File: src/source/eth_rx_pkg.sv
package eth_rx_pkg;

	//////////////////////////////////////////////////
	// Bus field widths

	// One MAC data word
	localparam int WORD_BITS = 32;

	// Valid byte count, 1 to 4, with 0 kept for the delimiter
	localparam int BYTE_COUNT_BITS = 3;

	// Statistics counter width
	localparam int PERF_BITS = 64;

	//////////////////////////////////////////////////
	// Typedefs

	typedef logic [WORD_BITS-1:0]       rx_word_t;
	typedef logic [BYTE_COUNT_BITS-1:0] byte_count_t;

	// Stored entry is {byte count, data word}
	typedef logic [BYTE_COUNT_BITS+WORD_BITS-1:0] fifo_entry_t;

	typedef logic [PERF_BITS-1:0] perf_count_t;

	// All-zero entry written at each frame start
	localparam fifo_entry_t DELIMITER_ENTRY = '0;

endpackage

File: src/source/rx_cdc_counters.sv
module rx_cdc_counters (
	input  logic                    sys_clk,
	input  logic                    sys_rst_n,
	input  logic                    cdc_data_valid,
	input  logic                    cdc_commit,
	input  logic                    perf_clear,
	output eth_rx_pkg::perf_count_t perf_frames,
	output eth_rx_pkg::perf_count_t perf_words
);

	//////////////////////////////////////////////////
	// Delivered frame count

	// Clear takes priority over a commit in the same cycle
	always_ff @(posedge sys_clk or negedge sys_rst_n) begin
		if (!sys_rst_n) begin
			perf_frames <= '0;
		end else if (perf_clear) begin
			perf_frames <= '0;
		end else if (cdc_commit) begin
			perf_frames <= perf_frames + 1'b1;
		end
	end

	//////////////////////////////////////////////////
	// Delivered word count

	// One per output data strobe
	always_ff @(posedge sys_clk or negedge sys_rst_n) begin
		if (!sys_rst_n) begin
			perf_words <= '0;
		end else if (perf_clear) begin
			perf_words <= '0;
		end else if (cdc_data_valid) begin
			perf_words <= perf_words + 1'b1;
		end
	end

endmodule

File: config.mk
export PLATFORM = sky130hd
export DESIGN_NAME = rx_cdc_counters
export DESIGN_NICKNAME = d
export VERILOG_FILES = /design/src/source/eth_rx_pkg.sv /design/src/source/rx_cdc_counters.sv
export SDC_FILE = /design/constraint.sdc
export NUM_CORES = 1
export LEC_CHECK = 0
export BUFFER_PORTS_ARGS = -buffer_cell sky130_fd_sc_hd__buf_2
export CORE_MARGIN = 2
export CORE_UTILIZATION = 45
export CTS_CLUSTER_SIZE = 20
export DETAILED_ROUTE_END_ITERATION = 10
export PLACE_DENSITY_LB_ADDON = 0.25
export SLEW_MARGIN = 20
export SYNTH_ARGS = -nofsm -noshare
export SYNTH_HDL_FRONTEND = slang
export SYNTH_SLANG_ARGS = --single-unit
File: constraint.sdc
create_clock -name sys_clk -period 2.5 [get_ports sys_clk]
set_clock_uncertainty 0.15 [all_clocks]
set_input_delay 0 -clock sys_clk [delete_from_list [all_inputs] [get_ports sys_clk]]
set_output_delay 0 -clock sys_clk [all_outputs]
set_load 0.01 [all_outputs]
# After elaboration in Yosys (flattened, before gate mapping)
# Cells that the tools add are included.
[classes] n_mul=0 addsub=2 muxes=4 bitwise=0 n_shift=0 reduce_logical=2 eq_ne=0 n_lt_le_gt_ge=0 div=0
[op_table] cell="64-bit 2-to-1 mux" count=4
[op_table] cell="64-bit by 1-bit adder with 64-bit output, second input constant" count=2
[op_table] cell="2-bit nonzero test" count=2
[word_totals] mem_bits_ro=0 input_bits=5 ram_bits=0 n_memories=0 latch_bits=0 regBits=128

# Logic depth before layout (Yosys ltp)
# Gate-level depths: netlist of run 1.
[depth] depth_word=3 mapped_depth=7

# Worst setup path before layout of run 1
# No wires, ideal clock.
[synth_path] kind="register to register" startpoint="register perf_words[0]" endpoint="register perf_words[60]" path_buffers=0 arrival_ps=1952 setup_slack_ps=320 stages_incl_launch_ff=7 synth_period_minus_slack_ps=2180 setup_ps=78 path_cell_list="dfrtp_1 ha_1 nand4_2 nor4_4 nand4_1 or4_1 a21oi_1"
[synth_between] elab_chain_len=3
[synth_lines] item="from (decl)" line_no="rx_cdc_counters.sv:8" source="output eth_rx_pkg::perf_count_t perf_words"
[synth_lines] item="from (signal assigned)" line_no="rx_cdc_counters.sv:35" source="perf_words <= perf_words + 1'b1;"
[synth_lines] item="64-bit by 1-bit adder with 64-bit output" line_no="rx_cdc_counters.sv:35"
[synth_lines] item="64-bit 2-to-1 mux" line_no="rx_cdc_counters.sv:34" source="end else if (cdc_data_valid) begin"
[synth_lines] item="64-bit 2-to-1 mux" line_no="rx_cdc_counters.sv:32" source="end else if (perf_clear) begin"
# No other way between the ends. The select of a mux whose other input is x is not followed.
# A chain may end at the register's enable or synchronous reset.

# Worst setup path in the final report of run 1
[layout_path] startpoint="register perf_words[1]" endpoint="register perf_words[60]"
# Same word-level chain as after synthesis.

==> results of run 1 <==
==> power by group through the flow <==
stage	clock (mW)	combinational (mW)	sequential, mW
floorplan	0	0.0447	2.13
detailed placement	0	0.125	2.13
global route	2.48	0.152	2.09
CTS	2.39	0.138	2.09
finish	2.36	0.135	2.09
global placement	0	0.124	2.13
==> critical path: cells and delay by family (launching register included) <==
family / cells / cell delay [ns]
AND/OR/NAND/NOR: 4 / 1.00
buffers and inverters: 2 / 0.38
adder cells (fa/ha/maj): 1 / 0.21
flip-flops: 1 / 0.40
AO/OA/AOI/OAI: 1 / 0.14
==> per-layer routing <==
metal  part of all wire (%)  vias to the layer above  GRT usage, %
met1                     45                     3091          31.0
met2                     47                      171          36.6
li1                       -                     3030             -
met4                    2.3                        0          8.53
met5                      0                        -             0
met3                    5.6                       31          6.11
==> placed cells by master (no fill, tap or decap), types with 9 or more instances in the layout <==
master	n
or4_1	16
nand2_1	54
o21ai_0	36
or3_1	36
o31ai_1	17
clkbuf_16	17
nor4_1	13
buf_2	130
and4_1	17
xor2_1	47
nand4_1	64
a21oi_1	56
nor2_1	87
dfrtp_1	127
xnor2_1	22
nand3_1	27
buf_4	40
and3_1	14
nor3_1	9
inv_1	15
==> cell families (layout without fill, tap and decap cells) <==
family	count (synthesis)	after routing	synth area share, %
muxes	3	3	0.460
adders and majority gates	2	2	0.368
and+or+nand+nor	379	379	32.1
buffers and inverters	41	224	2.39
AOI/OAI and AO/OA	110	110	8.79
xor gates and xnor gates	69	69	8.88
DFF	128	128	47.1
==> cell type report <==
type | instances | area (sq um) | share of cell area (%)
repair buffers | 178 | 1060 | 12.4
well taps | 184 | 230 | 2.69
inverters | 15 | 56.3 | 0.657
clock inverters | 5 | 52.6 | 0.613
clock buffers | 26 | 509 | 5.94
multi-input cells | 563 | 3460 | 40.3
flip-flops and latches | 128 | 3200 | 37.4
==> worst max path at each step <==
stage                              startpoint                    endpoint  slack [ns]
global route        perf_words[1]$_DFFE_PN0P_  perf_words[60]$_DFFE_PN0P_        0.01
CTS                 perf_words[0]$_DFFE_PN0P_  perf_words[60]$_DFFE_PN0P_        0.11
global placement    perf_words[0]$_DFFE_PN0P_  perf_words[60]$_DFFE_PN0P_        0.20
finish              perf_words[1]$_DFFE_PN0P_  perf_words[60]$_DFFE_PN0P_        0.13
floorplan           perf_words[0]$_DFFE_PN0P_  perf_words[60]$_DFFE_PN0P_        0.32
detailed placement  perf_words[0]$_DFFE_PN0P_  perf_words[60]$_DFFE_PN0P_        0.15
==> state kept, by name, indices dropped and copies added (netlist names) <==
register,cells
perf_words,64
perf_frames,64
==> per-stage QoR <==
stage / cells / instance area, sq um / util, % / setup WS, ns / total power [mW]
3_5_place_dp: 1057 / 7880 / 53.8 / 0.149 / 2.25
3_3_place_gp: 1057 / 7880 / 53.8 / 0.205 / 2.25
5_1_grt: 1099 / 8570 / 58.5 / 0.00995 / 4.73
4_1_cts: 1094 / 8520 / 58.2 / 0.113 / 4.62
2_1_floorplan: 732 / 6810 / - / 0.320 / 2.17
6_report: 1099 / 8570 / 58.5 / 0.128 / 4.58
==> repair_timing <==
action                                  CTS  global route
endpoints found under the setup margin    0            11
buffers inserted                          0             5
endpoints found under the hold margin   185             0
hold buffers                              6             0
resized for setup                         0             3
==> metrics, run 1 <==
vias per inst=5.75; switching pwr=roughly 0.98 mW; Clk pin slew, worst setup/hold paths=about 0.050 ns; Gate Count Post-Synth=732; final WL=18.1 mm; DR DRC count=0; clk sink count=approximately 130; R2R Path Start=perf_words[1]$_DFFE_PN0P_; PwrDens=535 nW/um^2; critical path arrival=2.57 ns; final hold vios=0; CP peak stage delay=0.47 ns; die width=127 microns; # rows=44; Max-cap violations=0; required time worst endpoint=2.69 ns; drt wl/cell=16.5 microns; WS Path Type=flip-flop to flip-flop; clock share of power=51.4%; max-slew violations=0; Clock Latency Late Sink=0.42 ns; GRT Overall Usage=23.2%; setup violators final=0; Fill cells=1,307; IO Port Bufs=132; sequential cell area fraction in the yosys report=a little under half; Worst Reg2Reg Path Length in Cells=8; Clock Path Buffers=2; die area=16,100 sq um; count leader, synth=dfrtp_1; fin crit period=2.37 ns; Top FF cell, synth=dfrtp_1; antenna cells=0; crit-path cells=ha_1, nand4_2, nor4_4, buf_12, nand4_1, buf_4, or4_1, a21oi_1; worst hold path class=input pin to flip-flop; critical path's slowest cell=or4_1; setup TNS=0 ns; area leader, netlist=dfrtp_1; hold slack=0.348 ns; hold path cells=4; fin crit share=94.9%; Post-synth EDFFs=0; synth cell count leaders=dfrtp_1, nor2_1, nand4_1, a21oi_1, nand2_1; Worst slew margin=between 50% and 60%; Combinational Power Share=2.9%; gr ovfl total=0; layout cells sized above 1=between 20% and 30%; vias in the first global route=approximately 5,900; startpoint types=flip-flop; CTS tree=built; share of the synthesized area in the top cell type=47.1%; GP Congestion=0.854; RSZ-0062 raised after global routing=false; global-route wire length before repair=30.3 mm; WHS Endpoint=perf_words[0]$_DFFE_PN0P_; switching share of power=21.3%; post-route antenna net violation count=0; CTS Buf Count=17; Mean Syn Cell Area=between 9 and 10 sq um; Post-synth ARST share=100%; Layout area overhead=25.9%; root cell of the clock tree=clkbuf_16; Synth Warn #=0; largest net degree at the start of global routing=60; Post-Syn Nets=739; core box area=roughly 15,000 sq um; sequential power share=45.6%; starting density of the core=between 40 and 50%; Initial DRT Pass Iterations=5; CP endpoint kind=flip-flop; max frequency=0.422 GHz; io pins=133; Post-Syn Area=6810 sq um; internal power=3.61 mW; VDD IR max=approximately 540 uV; leakage power=3.92 nW; FF-to-FF End=perf_words[60]$_DFFE_PN0P_; largest fanout on the critical path=15; Yosys cell types=39; Yosys reg bits=approximately 130; DR iter-0 viols=450; post-layout net count=910; reg2reg setup slack=0.13 ns; synth top area cells=dfrtp_1, xor2_1, nand4_1; Post-DP HPWL=13.0 mm; H-tree depth=4; Hold Crit Start=cdc_data_valid; Vias=6,323; initial antenna violation count=0; status=complete, no violations; Die Span Y=127 microns; Worst Max-Slew Pin Slew=roughly 0.67 ns
Power figures use the tool's default switching activity.
==> run 2, diff against run 1 <==
--- a/config.mk
+++ b/config.mk
@@ -10,7 +10,7 @@
 export CORE_UTILIZATION = 45
 export CTS_CLUSTER_SIZE = 20
 export DETAILED_ROUTE_END_ITERATION = 10
-export PLACE_DENSITY_LB_ADDON = 0.25
+export PLACE_DENSITY = 0.74
 export SLEW_MARGIN = 20
 export SYNTH_ARGS = -nofsm -noshare
 export SYNTH_HDL_FRONTEND = slang
==> constraint.sdc (replaced) <==
create_clock -name sys_clk -period 2.2 [get_ports sys_clk]
set_clock_uncertainty 0.15 [all_clocks]
set_input_delay 0 -clock sys_clk [delete_from_list [all_inputs] [get_ports sys_clk]]
set_output_delay 0 -clock sys_clk [all_outputs]
set_load 0.01 [all_outputs]
==> metrics, run 2 (same netlist as run 1, synthesis figures left out) <==
antenna cells=0; post-layout net count=1,008; CP endpoint kind=flip-flop; Post-DP HPWL=13.6 mm; largest fanout on the critical path=5; clk sink count=128; Layout area overhead=41.7%; Worst slew margin=between 50% and 60%; DR DRC count=0; pre-CTS worst setup slack=-0.0256 ns; max frequency=0.447 GHz; die area=around 16,000 sq um; gr ovfl total=0; most frequent cells in the layout=buf_4, buf_2, dfrtp_1; die width=127 microns; sequential power share=43.4%; Worst Max-Slew Pin Slew=0.677 ns; global-route wire length before repair=31.4 mm; Clock Latency Late Sink=0.42 ns; IO Port Bufs=132; internal power=4.36 mW; H-tree depth=4; Die Span Y=127 microns; critical path arrival=2.37 ns; leakage power=4.54 nW; switching pwr=1.10 mW; clock share of power=53.4%; largest net degree at the start of global routing=between 50 and 60; Clock Path Buffers=2; io pins=133; root cell of the clock tree=clkbuf_16; core box area=14,600 sq um; Vias=6,871; CTS tree=built; post-route antenna net violation count=0; failing checks=setup timing; Final Core Density=roughly 66%; starting density of the core=46.5%; Combinational Power Share=3.2%; vias per inst=~5.7; startpoint types=flip-flop; largest registers=perf_frames (64), perf_words (64); initial antenna violation count=0; final WL=20.0 mm; drt wl/cell=16.7 microns; Placed Cells=1,136; status=finished with violations; fin crit share=102%; hold slack=0.0187 ns; Clk pin slew, worst setup/hold paths=0.05 ns; Max-cap violations=0; switching share of power=a little over 20%; setup TNS=-0.0376 ns; DR iter-0 viols=between 500 and 600; layout cells sized above 1=36.4%; RSZ-0062 raised after global routing=true; fin cells=around 1,200; worst hold path class=input pin to async pin; GRT Overall Usage=23.9%; max-slew violations=0; fin crit period=~2.2 ns; setup violators final=2; Initial DRT Pass Iterations=5; fin worst setup slack=-0.0351 ns; GP Congestion=0.875; final hold vios=0; VDD IR max=between 400 and 500 uV; vias in the first global route=6,278; commonest non-fill, non-tap cell in the layout=buf_4; required time worst endpoint=roughly 2.3 ns; PwrDens=567 nW/um^2; CTS Buf Count=17; # rows=44; WS Path Type=flip-flop to flip-flop
run 2: power by group through the flow:
stage | sequential [mW] | combinational [mW] | clock, mW
floorplan | 2.42 | 0.0508 | 0
global placement | 2.41 | 0.157 | 0
detailed placement | 2.41 | 0.158 | 0
CTS | 2.37 | 0.167 | 2.95
global route | 2.37 | 0.194 | 3.05
finish | 2.37 | 0.175 | 2.92
run 2: stage by stage:
| step | power [mW] | cell area, sq um |
|---|---|---|
| after floorplan | 2.47 | 6810 |
| after global placement | 2.57 | 8500 |
| after detailed placement | 2.57 | 8500 |
| after CTS | 5.49 | 9210 |
| after global routing | 5.62 | 9640 |
| final | 5.47 | 9640 |
run 2: final cells by class:
class / instances / area, sq um
Fill cell: 1138 / 5000
Multi-Input combinational cell: 563 / 3720
Sequential cell: 128 / 3210
Timing Repair Buffer: 276 / 1810
Clock buffer: 25 / 515
Tap cell: 184 / 230
Clock inverter: 5 / 100
Inverter: 15 / 56.3
run 2: path summary, 6_finish.rpt:
| kind | start | endpoint | slack (ns) | cells past startpoint |
|---|---|---|---|---|
| min in group sys_clk | cdc_commit | perf_frames[0]$_DFFE_PN0P_ | 0.39 | 4 |
| hold / removal | sys_rst_n | perf_words[30]$_DFFE_PN0P_ | 0.02 | 2 |
| hold reg to reg | perf_frames[33]$_DFFE_PN0P_ | perf_frames[33]$_DFFE_PN0P_ | 0.42 | 2 |
| setup reg to reg | perf_words[1]$_DFFE_PN0P_ | perf_words[43]$_DFFE_PN0P_ | -0.04 | 9 |
| setup / recovery | perf_words[1]$_DFFE_PN0P_ | perf_words[43]$_DFFE_PN0P_ | -0.04 | 9 |
| max in group asynchronous | sys_rst_n | perf_words[6]$_DFFE_PN0P_ | 1.16 | 3 |
run 2: critical path: stages (launching register included):
cell and delay [ns]:
dfrtp_1 0.39, buf_4 0.14, nand4_1 0.18, nor4_4 0.17, buf_4 0.18, buf_4 0.13
nand3_1 0.11, buf_4 0.19, o31ai_1 0.38, a21oi_2 0.09
run 2: timing repair:
item	CTS	global route
hold buffers	5	0
hold endpoints to repair	162	0
gates cloned	0	2
pin swaps	2	35
gates resized for setup	3	58
setup buffers	2	21
setup endpoints to repair	9	48
run 2: layer usage:
| layer | track usage [%] | vias up | wire [microns] |
|---|---|---|---|
| li1 | - | 3231 | - |
| met2 | 38.6 | 233 | 9600 |
| met1 | 32.0 | 3366 | 8670 |
| met4 | 7.82 | 0 | 370 |
| met3 | 5.82 | 41 | 1340 |
| met5 | 0 | - | 0 |
